**src/stackCfgPkg.sv**
```systemverilog
`default_nettype none

package stackCfgPkg;

    // Stack word and cache line geometry
    localparam int dataWidth = 16;
    localparam int lineWords = 8;
    localparam int lineWidth = dataWidth * lineWords;

    // Direct-mapped window of four lines
    localparam int lineCount = 4;
    localparam int lineIndexBits = 2;
    localparam int wordOffsetBits = 3;

    // Addresses and the stack pointer are word addresses
    localparam int addrWidth = 32;
    localparam int lineNumBits = addrWidth - wordOffsetBits;
    localparam int tagBits = lineNumBits - lineIndexBits;

    // Line number drops the word offset
    function automatic logic [lineNumBits-1:0] lineNumOf(input logic [addrWidth-1:0] addr);
        return addr[addrWidth-1:wordOffsetBits];
    endfunction

    // Slot in the direct-mapped window
    function automatic logic [lineIndexBits-1:0] lineIndexOf(input logic [addrWidth-1:0] addr);
        return addr[wordOffsetBits +: lineIndexBits];
    endfunction

    function automatic logic [tagBits-1:0] tagOf(input logic [addrWidth-1:0] addr);
        return addr[addrWidth-1 -: tagBits];
    endfunction

    function automatic logic [wordOffsetBits-1:0] wordOffsetOf(input logic [addrWidth-1:0] addr);
        return addr[wordOffsetBits-1:0];
    endfunction

endpackage

`default_nettype wire

```
**src/stackOpPkg.sv**
```systemverilog
`default_nettype none

package stackOpPkg;

    localparam int opBits = 3;

    // Operations the stack cache executes
    typedef enum logic [opBits-1:0] {
        opPush  = 3'd0,
        opPop   = 3'd1,
        opPick  = 3'd2,
        opPlace = 3'd3,
        opSetSp = 3'd4
    } stackOpT;

    // Status that travels with every result
    typedef enum logic {
        faultNone   = 1'b0,
        faultBounds = 1'b1
    } resultFaultT;

endpackage

`default_nettype wire

```
**src/stackOpDecode.sv**
```systemverilog
`default_nettype none

module stackOpDecode
    import stackCfgPkg::*, stackOpPkg::*;
(
    input  wire                  clk,
    input  wire                  rstN,
    input  wire                  opValid,
    input  wire stackOpT         opCode,
    input  wire [dataWidth-1:0]  opData,
    input  wire [addrWidth-1:0]  opOffset,
    output logic                 opReady,
    input  wire [addrWidth-1:0]  stackPointer,
    input  wire [addrWidth-1:0]  stackUpperBound,
    input  wire [addrWidth-1:0]  stackLowerBound,
    input  wire                  stackDirection,
    input  wire                  decTake,
    output logic                 decValid,
    output stackOpT              decCode,
    output logic [addrWidth-1:0] decAddr,
    output logic [dataWidth-1:0] decData,
    output logic [addrWidth-1:0] decNewSp,
    output resultFaultT          decFault
);

    logic [addrWidth-1:0] towardSp;
    logic [addrWidth-1:0] awayOneSp;
    logic [addrWidth-1:0] awayOffSp;
    logic [addrWidth-1:0] nextAddr;
    logic [addrWidth-1:0] nextSp;
    resultFaultT          nextFault;

    // Register is free when empty or emptied this cycle
    assign opReady = !decValid || decTake;

    always_comb begin
        // Direction 0 grows down with a push
        towardSp  = stackDirection ? stackPointer + 32'd1 : stackPointer - 32'd1;
        awayOneSp = stackDirection ? stackPointer - 32'd1 : stackPointer + 32'd1;
        awayOffSp = stackDirection ? stackPointer - opOffset : stackPointer + opOffset;
        case (opCode)
            opPush: begin
                nextAddr = towardSp;
                nextSp   = towardSp;
            end
            opPop: begin
                nextAddr = stackPointer;
                nextSp   = awayOneSp;
            end
            opPick, opPlace: begin
                nextAddr = awayOffSp;
                nextSp   = stackPointer;
            end
            default: begin
                // SetSp loads the offset as the new pointer
                nextAddr = opOffset;
                nextSp   = opOffset;
            end
        endcase
        // Inclusive window, SetSp is exempt
        if ((opCode != opSetSp) &&
            ((nextAddr < stackLowerBound) || (nextAddr > stackUpperBound))) begin
            nextFault = faultBounds;
        end else begin
            nextFault = faultNone;
        end
    end

    always_ff @(posedge clk or negedge rstN) begin
        if (!rstN) begin
            decValid <= 1'b0;
        end else if (opReady) begin
            decValid <= opValid;
        end
    end

    // Payload only moves on a transfer
    always_ff @(posedge clk) begin
        if (opValid && opReady) begin
            decCode  <= opCode;
            decAddr  <= nextAddr;
            decData  <= opData;
            decNewSp <= nextSp;
            decFault <= nextFault;
        end
    end

endmodule

`default_nettype wire

```
**src/stackLineStore.sv**
```systemverilog
`default_nettype none

module stackLineStore
    import stackCfgPkg::*;
(
    input  wire                    clk,
    input  wire                    rstN,
    input  wire  [addrWidth-1:0]   lookupAddr,
    output logic                   lookupHit,
    output logic [dataWidth-1:0]   rdData,
    input  wire                    wrEn,
    input  wire  [addrWidth-1:0]   wrAddr,
    input  wire  [dataWidth-1:0]   wrData,
    input  wire                    missReq,
    input  wire                    flushReq,
    output logic                   missDone,
    output logic                   flushDone,
    output logic                   fillReq,
    output logic [lineNumBits-1:0] fillLine,
    input  wire                    fillAck,
    input  wire  [lineWidth-1:0]   fillData,
    output logic                   evictReq,
    output logic [lineNumBits-1:0] evictLine,
    output logic [lineWidth-1:0]   evictData,
    input  wire                    evictAck
);

    typedef enum logic [1:0] {
        stIdle,
        stEvict,
        stFill,
        stFlush
    } storeStateT;

    logic [lineWidth-1:0]     lineData [lineCount];
    logic [tagBits-1:0]       lineTag  [lineCount];
    logic [lineCount-1:0]     lineValid;
    logic [lineCount-1:0]     lineDirty;
    storeStateT               state;
    logic [lineIndexBits-1:0] slot;
    logic                     flushMode;
    logic [lineIndexBits-1:0] lookIndex;
    logic [lineIndexBits-1:0] wrIndex;
    logic                     slotDirty;
    logic                     lastSlot;

    assign lookIndex = lineIndexOf(lookupAddr);
    assign wrIndex   = lineIndexOf(wrAddr);

    // Hit check and word read are combinational
    assign lookupHit = lineValid[lookIndex] && (lineTag[lookIndex] == tagOf(lookupAddr));
    assign rdData    = lineData[lookIndex][wordOffsetOf(lookupAddr)*dataWidth +: dataWidth];

    assign slotDirty = lineValid[slot] && lineDirty[slot];
    assign lastSlot  = (slot == lineIndexBits'(lineCount - 1));

    // Requests decode straight from state so they hold until the ack
    assign fillReq   = (state == stFill);
    assign fillLine  = lineNumOf(lookupAddr);
    assign evictReq  = (state == stEvict);
    assign evictLine = {lineTag[slot], slot};
    assign evictData = lineData[slot];

    assign missDone  = (state == stFill) && fillAck;
    assign flushDone = (state == stFlush) && !slotDirty && lastSlot;

    always_ff @(posedge clk or negedge rstN) begin
        if (!rstN) begin
            state     <= stIdle;
            slot      <= '0;
            flushMode <= 1'b0;
            lineValid <= '0;
            lineDirty <= '0;
        end else begin
            // Word writes only land on present lines
            if (wrEn) begin
                lineDirty[wrIndex] <= 1'b1;
            end
            case (state)
                stIdle: begin
                    if (flushReq) begin
                        slot      <= '0;
                        flushMode <= 1'b1;
                        state     <= stFlush;
                    end else if (missReq) begin
                        // Dirty victim goes out before the fill
                        slot      <= lookIndex;
                        flushMode <= 1'b0;
                        if (lineValid[lookIndex] && lineDirty[lookIndex]) begin
                            state <= stEvict;
                        end else begin
                            state <= stFill;
                        end
                    end
                end
                stEvict: begin
                    if (evictAck) begin
                        lineDirty[slot] <= 1'b0;
                        state <= flushMode ? stFlush : stFill;
                    end
                end
                stFill: begin
                    if (fillAck) begin
                        lineValid[slot] <= 1'b1;
                        lineDirty[slot] <= 1'b0;
                        state <= stIdle;
                    end
                end
                default: begin
                    // Flush walk, revisits a slot after its evict
                    if (slotDirty) begin
                        state <= stEvict;
                    end else begin
                        lineValid[slot] <= 1'b0;
                        slot <= slot + 1'b1;
                        if (lastSlot) begin
                            state <= stIdle;
                        end
                    end
                end
            endcase
        end
    end

    always_ff @(posedge clk) begin
        if (missDone) begin
            lineData[slot] <= fillData;
            lineTag[slot]  <= tagOf(lookupAddr);
        end else if (wrEn) begin
            lineData[wrIndex][wordOffsetOf(wrAddr)*dataWidth +: dataWidth] <= wrData;
        end
    end

    // One backing-memory exchange at a time
    assert property (@(posedge clk) disable iff (!rstN) !(fillReq && evictReq));

    // Line number and data hold until the ack
    assert property (@(posedge clk) disable iff (!rstN)
        fillReq && !fillAck |=> fillReq && $stable(fillLine));
    assert property (@(posedge clk) disable iff (!rstN)
        evictReq && !evictAck |=> evictReq && $stable(evictLine) && $stable(evictData));

endmodule

`default_nettype wire

```
**src/stackExecute.sv**
```systemverilog
`default_nettype none

module stackExecute
    import stackCfgPkg::*, stackOpPkg::*;
(
    input  wire                  clk,
    input  wire                  rstN,
    input  wire                  decValid,
    input  wire stackOpT         decCode,
    input  wire [addrWidth-1:0]  decAddr,
    input  wire [dataWidth-1:0]  decData,
    input  wire [addrWidth-1:0]  decNewSp,
    input  wire resultFaultT     decFault,
    output logic                 decTake,
    input  wire                  stackDirection,
    input  wire [addrWidth-1:0]  stackUpperBound,
    input  wire [addrWidth-1:0]  stackLowerBound,
    output logic [addrWidth-1:0] stackPointer,
    output logic [addrWidth-1:0] lookupAddr,
    input  wire                  lookupHit,
    input  wire [dataWidth-1:0]  rdData,
    output logic                 wrEn,
    output logic [addrWidth-1:0] wrAddr,
    output logic [dataWidth-1:0] wrData,
    output logic                 missReq,
    output logic                 flushReq,
    input  wire                  missDone,
    input  wire                  flushDone,
    output logic                 execValid,
    output logic [dataWidth-1:0] execData,
    output resultFaultT          execFault,
    input  wire                  execTake
);

    typedef enum logic [1:0] {
        stIdle,
        stMiss,
        stFlush,
        stHandoff
    } execStateT;

    execStateT            state;
    execStateT            stateNext;
    logic [addrWidth-1:0] spReg;
    logic                 spLoaded;
    logic [addrWidth-1:0] spReset;
    logic                 isWrite;

    assign isWrite    = (decCode == opPush) || (decCode == opPlace);
    assign lookupAddr = decAddr;
    assign wrAddr     = decAddr;
    assign wrData     = decData;
    assign missReq    = (state == stMiss);
    assign flushReq   = (state == stFlush);

    // Pointer starts just outside the window on the empty side
    assign spReset = stackDirection ? stackLowerBound - 32'd1 : stackUpperBound + 32'd1;

    always_comb begin
        stateNext = state;
        execValid = 1'b0;
        execData  = '0;
        execFault = faultNone;
        wrEn      = 1'b0;
        decTake   = 1'b0;
        case (state)
            stIdle: begin
                if (decValid && (decFault == faultBounds)) begin
                    // Faulted op retires without touching the store
                    execValid = 1'b1;
                    execFault = faultBounds;
                    decTake   = execTake;
                end else if (decValid && (decCode == opSetSp)) begin
                    stateNext = stFlush;
                end else if (decValid && !lookupHit) begin
                    stateNext = stMiss;
                end else if (decValid) begin
                    // Hit commits the access together with the hand-off
                    execValid = 1'b1;
                    execData  = isWrite ? '0 : rdData;
                    wrEn      = isWrite && execTake;
                    decTake   = execTake;
                end
            end
            stMiss: begin
                // Back to idle to redo the hit check
                if (missDone) begin
                    stateNext = stIdle;
                end
            end
            stFlush: begin
                if (flushDone) begin
                    stateNext = stHandoff;
                end
            end
            default: begin
                // SetSp result after the flush
                execValid = 1'b1;
                decTake   = execTake;
                if (execTake) begin
                    stateNext = stIdle;
                end
            end
        endcase
    end

    // Decode sees the pointer of an op retiring this cycle
    always_comb begin
        if (!spLoaded) begin
            stackPointer = spReset;
        end else if (decTake && (decFault == faultNone)) begin
            stackPointer = decNewSp;
        end else begin
            stackPointer = spReg;
        end
    end

    always_ff @(posedge clk or negedge rstN) begin
        if (!rstN) begin
            state    <= stIdle;
            spReg    <= '0;
            spLoaded <= 1'b0;
        end else begin
            state    <= stateNext;
            spReg    <= stackPointer;
            spLoaded <= 1'b1;
        end
    end

    // Decoded op stays put through a pending miss or flush
    assert property (@(posedge clk) disable iff (!rstN)
        (missReq || flushReq) |=>
            decValid && $stable(decAddr) && $stable(decCode) && $stable(decData));

endmodule

`default_nettype wire

```
**src/stackResult.sv**
```systemverilog
`default_nettype none

module stackResult
    import stackCfgPkg::*, stackOpPkg::*;
(
    input  wire                  clk,
    input  wire                  rstN,
    input  wire                  execValid,
    input  wire [dataWidth-1:0]  execData,
    input  wire resultFaultT     execFault,
    output logic                 execTake,
    output logic                 resultValid,
    output logic [dataWidth-1:0] resultData,
    output resultFaultT          resultFault,
    input  wire                  resultReady
);

    // Accept when empty or drained this cycle
    assign execTake = !resultValid || resultReady;

    always_ff @(posedge clk or negedge rstN) begin
        if (!rstN) begin
            resultValid <= 1'b0;
        end else if (execTake) begin
            resultValid <= execValid;
        end
    end

    always_ff @(posedge clk) begin
        if (execTake && execValid) begin
            resultData  <= execData;
            resultFault <= execFault;
        end
    end

    // Held result stays put until the consumer takes it
    assert property (@(posedge clk) disable iff (!rstN)
        resultValid && !resultReady |=>
            resultValid && $stable(resultData) && $stable(resultFault));

endmodule

`default_nettype wire

```
**src/stackCache.sv**
```systemverilog
`default_nettype none

module stackCache
    import stackCfgPkg::*, stackOpPkg::*;
(
    input  wire                    clk,
    input  wire                    rstN,
    input  wire                    opValid,
    input  wire stackOpT           opCode,
    input  wire  [dataWidth-1:0]   opData,
    input  wire  [addrWidth-1:0]   opOffset,
    output logic                   opReady,
    input  wire  [addrWidth-1:0]   stackUpperBound,
    input  wire  [addrWidth-1:0]   stackLowerBound,
    input  wire                    stackDirection,
    output logic                   resultValid,
    output logic [dataWidth-1:0]   resultData,
    output resultFaultT            resultFault,
    input  wire                    resultReady,
    output logic                   fillReq,
    output logic [lineNumBits-1:0] fillLine,
    input  wire                    fillAck,
    input  wire  [lineWidth-1:0]   fillData,
    output logic                   evictReq,
    output logic [lineNumBits-1:0] evictLine,
    output logic [lineWidth-1:0]   evictData,
    input  wire                    evictAck,
    output logic [addrWidth-1:0]   stackPointer
);

    // Decode to execute
    logic                 decValid;
    stackOpT              decCode;
    logic [addrWidth-1:0] decAddr;
    logic [dataWidth-1:0] decData;
    logic [addrWidth-1:0] decNewSp;
    resultFaultT          decFault;
    logic                 decTake;

    // Execute to line store
    logic [addrWidth-1:0] lookupAddr;
    logic                 lookupHit;
    logic [dataWidth-1:0] rdData;
    logic                 wrEn;
    logic [addrWidth-1:0] wrAddr;
    logic [dataWidth-1:0] wrData;
    logic                 missReq;
    logic                 flushReq;
    logic                 missDone;
    logic                 flushDone;

    // Execute to result
    logic                 execValid;
    logic [dataWidth-1:0] execData;
    resultFaultT          execFault;
    logic                 execTake;

    stackOpDecode u_opDecode (.*);

    stackExecute u_execute (.*);

    stackLineStore u_lineStore (.*);

    stackResult u_result (.*);

endmodule

`default_nettype wire

```
**config.mk**
```make
export PLATFORM = sky130hd
export DESIGN_NAME = stackCache
export DESIGN_NICKNAME = d
export VERILOG_FILES = /design/src/stackCfgPkg.sv /design/src/stackOpPkg.sv /design/src/stackOpDecode.sv /design/src/stackLineStore.sv /design/src/stackExecute.sv /design/src/stackResult.sv /design/src/stackCache.sv
export SDC_FILE = /design/constraint.sdc
export NUM_CORES = 2
export LEC_CHECK = 0
export ABC_AREA = 1
export BUFFER_PORTS_ARGS = -buffer_cell sky130_fd_sc_hd__buf_2
export CORE_UTILIZATION = 35
export DETAILED_ROUTE_END_ITERATION = 10
export SETUP_SLACK_MARGIN = 0.02
export SYNTH_ARGS = -nofsm -noshare
export SYNTH_HDL_FRONTEND = slang
export SYNTH_HIERARCHICAL = 1
export SYNTH_SLANG_ARGS = --single-unit
export TNS_END_PERCENT = 30
```
**constraint.sdc**
```tcl
create_clock -name clk -period 20.4 [get_ports clk]
set_input_delay 4.08 -clock clk [delete_from_list [all_inputs] [get_ports clk]]
set_output_delay 4.08 -clock clk [all_outputs]
set_load 0.005 [all_outputs]
```
==> flow_metrics.py <==
metrics = {
    "power": {
        "ir_drop_uv": 96.35,
        "cellPowerDensity_nw_per_um2": 122.7,
        "power_leakage_nw": 21.18,
    },
    "critical_path": {
        "rr_endpoint": "u_opDecode/decFault$_DFFE_PP_",
        "r2r-start": "u_opDecode/decAddr[4]$_DFFE_PP_",
        "critPathLaunchType": "flip-flop",
        "cp_max_fo": 68,
        "cp-end-kind": "output pin",
        "r2r_setup_slack_ps": 10750,
        "critPathKind": "reg -> out",
        "crit_arrival_ps": 6390,
        "worstRegToRegCells": 34,
        "crit_required_ps": 16320,
    },
    "grt": {
        "grt_usage_pct": 28.02,
        "grt_pass1_wl_mm": 283.0,
        "met2_usage_pct": 44.89,
        "grt_pass1_vias": 41495,
        "grt_busiest_layer": "met2",
        "met1_usage_pct": 33.92,
        "use_met3_pct": 8.045,
        "antenna_found_initial": 48,
        "grt_max_degree": 190,
        "globalRoute.totalOverflow": 0,
    },
    "synth": {
        "synth_area_per_cell_um2": 8.208,
        "synth_warnings": 6,
        "synth_area_um2": 47960,
        "synth_fp_nets": 6208,
        "synth_cells": 5843,
    },
    "layout": {
        "drive_gt1_share_pct": 13.02,
        "layout-area-overhead-vs-synth_pct": 12.76,
        "fin_util_pct": 39.87,
        "nNetsFinal": 6421,
    },
    "sta": {
        "max_slew_margin_pct": 16.16,
        "setup_tns_ps": 0,
        "whs_ps": 518.9,
        "finalCritPeriodShare_pct": 51.34,
        "hold_viol_final": 0,
        "fmax_mhz": 95.47,
        "min_period_ps": 10470,
        "skew_ps": 50.42,
        "rsz0062_at_grt": "no",
        "worst_pin_slew_ps": 1255,
        "drv_slew": 0,
        "report.final.setup_viol": 0,
    },
    "place": {
        "io_buffers": 488,
        "dpl.hpwl_mm": 141.4,
        "gp_congestion": 0.9610,
    },
    "cts": {
        "cts-root-buf": "clkbuf_16",
        "postCtsSetupBuffers": 0,
        "cts_buffers": 87,
        "cts_max_level": 3,
        "cts_resized": 0,
        "clock_latency_ps": 700,
        "clk_pin_slew_ps": 60,
        "cts-root-to-sink-buffers": 3,
        "cts_sinks": 771,
        "hold_buffers": 0,
        "cts_tree": "yes",
    },
    "drt": {
        "ant_nets": 0,
        "num_vias": 45634,
        "wl_per_cell_um": 25.48,
        "drt_pass1_iterations": 9,
        "vias_per_cell": 5.761,
        "drc": 0,
        "drt_iter0_drc": 5580,
        "wirelength_mm": 201.8,
    },
    "die": {
        "initial_core_util_pct": 35.36,
        "rows": 135,
        "die_h_um": 372.2,
        "dieWidth_um": 372.2,
        "io-pin-count": 489,
        "die-area_um2": 138500,
        "core-area_um2": 135600,
    },
    "status": {
        "status": "finished, final reports clean",
    },
    "hold_path": {
        "hold_path_class": "reg -> reg",
        "holdPathStages": 2,
    },
    "run": {
        "max_cap_viol_count": 0,
    },
}
worst max-delay path, cell delays in order, from the launching register on:
cell and delay, ps:
edfxtp_1 460, inv_4 690, buf_4 850, nand3_1 230
nand3b_1 210, o21ai_0 110, nor2_1 120, nand2_1 60
nor2_1 80, nand2_1 50, nor2_1 420, nand4_2 210
nand3_2 560, nand3_4 550, nand2_1 190, nand3_1 80
nand2_1 520, buf_2 230
power breakdown:
group          internal (W)  switching (W)  total, W  leakage (nW)
clock network      0.000897       0.000665   0.00156          1.36
logic              0.000819        0.00209   0.00291          12.7
registers           0.00198       0.000182   0.00216          7.15
registers in the layout, summed over array words and instances (netlist names), 2 cells and up, named ones only:
| register | flops |
|---|---|
| u_execute/spReg | 32 |
| u_execute/state | 2 |
| u_lineStore/lineData | 512 |
| u_lineStore/lineDirty | 4 |
| u_lineStore/lineTag | 108 |
| u_lineStore/slot | 2 |
| u_lineStore/state | 2 |
| u_opDecode/decAddr | 32 |
| u_opDecode/decCode | 3 |
| u_opDecode/decData | 16 |
| u_opDecode/decNewSp | 32 |
| u_result/resultData | 16 |
final cells by class:
cell class | count | area, um2
clock buffers | 108 | 2277
multi-input cells | 4261 | 21590
diodes | 12 | 30.03
repair buffers | 577 | 3151
fillers | 13721 | 81560
inverters | 358 | 1365
well taps | 1781 | 2228
clock inverters | 53 | 534.3
flip-flops and latches | 771 | 22910
how the worst max path moves through the flow:
stage                                    start                               to  slack [ps]  cells past startpoint
5_1_grt        u_opDecode/decAddr[4]$_DFFE_PP_                  stackPointer[3]        9600                     17
4_1_cts        u_opDecode/decAddr[4]$_DFFE_PP_                  stackPointer[3]        9880                     17
3_3_place_gp                    stackDirection                  stackPointer[2]       10260                      8
3_5_place_dp                stackLowerBound[2]                 stackPointer[23]       10220                     11
6_report       u_opDecode/decAddr[4]$_DFFE_PP_                  stackPointer[3]        9930                     17
2_1_floorplan                      resultReady  u_opDecode/decAddr[0]$_DFFE_PP_       11000                      8
cells in the final DEF (no fill, tap or decap), drive strengths merged, types with 4 or more instances in the layout:
master and n:
nand3 518, o22ai 161, o21a 19, clkbuf 108
o221ai 117, edfxtp 721, xor2 80, ha 114
diode 12, a21o 7, nor4 4, inv 355
nand3b 26, nor3b 17, a21boi 4, clkinv 45
or2 12, o21ai 681, nand2 1081, nand4 99
buf 577, nor2 1003, o21bai 9, a21oi 140
xnor2 22, o211ai 39, bufinv 8, dfrtp 50
o2111ai 35, a211oi 6, nor3 38, a31oi 14
metal layers:
layer	part of all wire (%)	vias to the layer above
met3	11	510
met2	45	2682
li1	-	20802
met4	6.1	56
met5	0.19	-
met1	37	21584
per-stage QoR:
step | setup WS, ps | cell area [um2] | power [W] | std cells
final | 9926 | 54080 | 0.006634 | 7921
after global routing | 9602 | 54070 | 0.006948 | 7918
after CTS | 9876 | 54050 | 0.006602 | 7909
after detailed placement | 10220 | 51240 | 0.005039 | 7748
after global placement | 10260 | 51240 | 0.005009 | 7748
after floorplan | 11000 | 47960 | 0.003807 | 5843
Power figures use the tool's default switching activity.
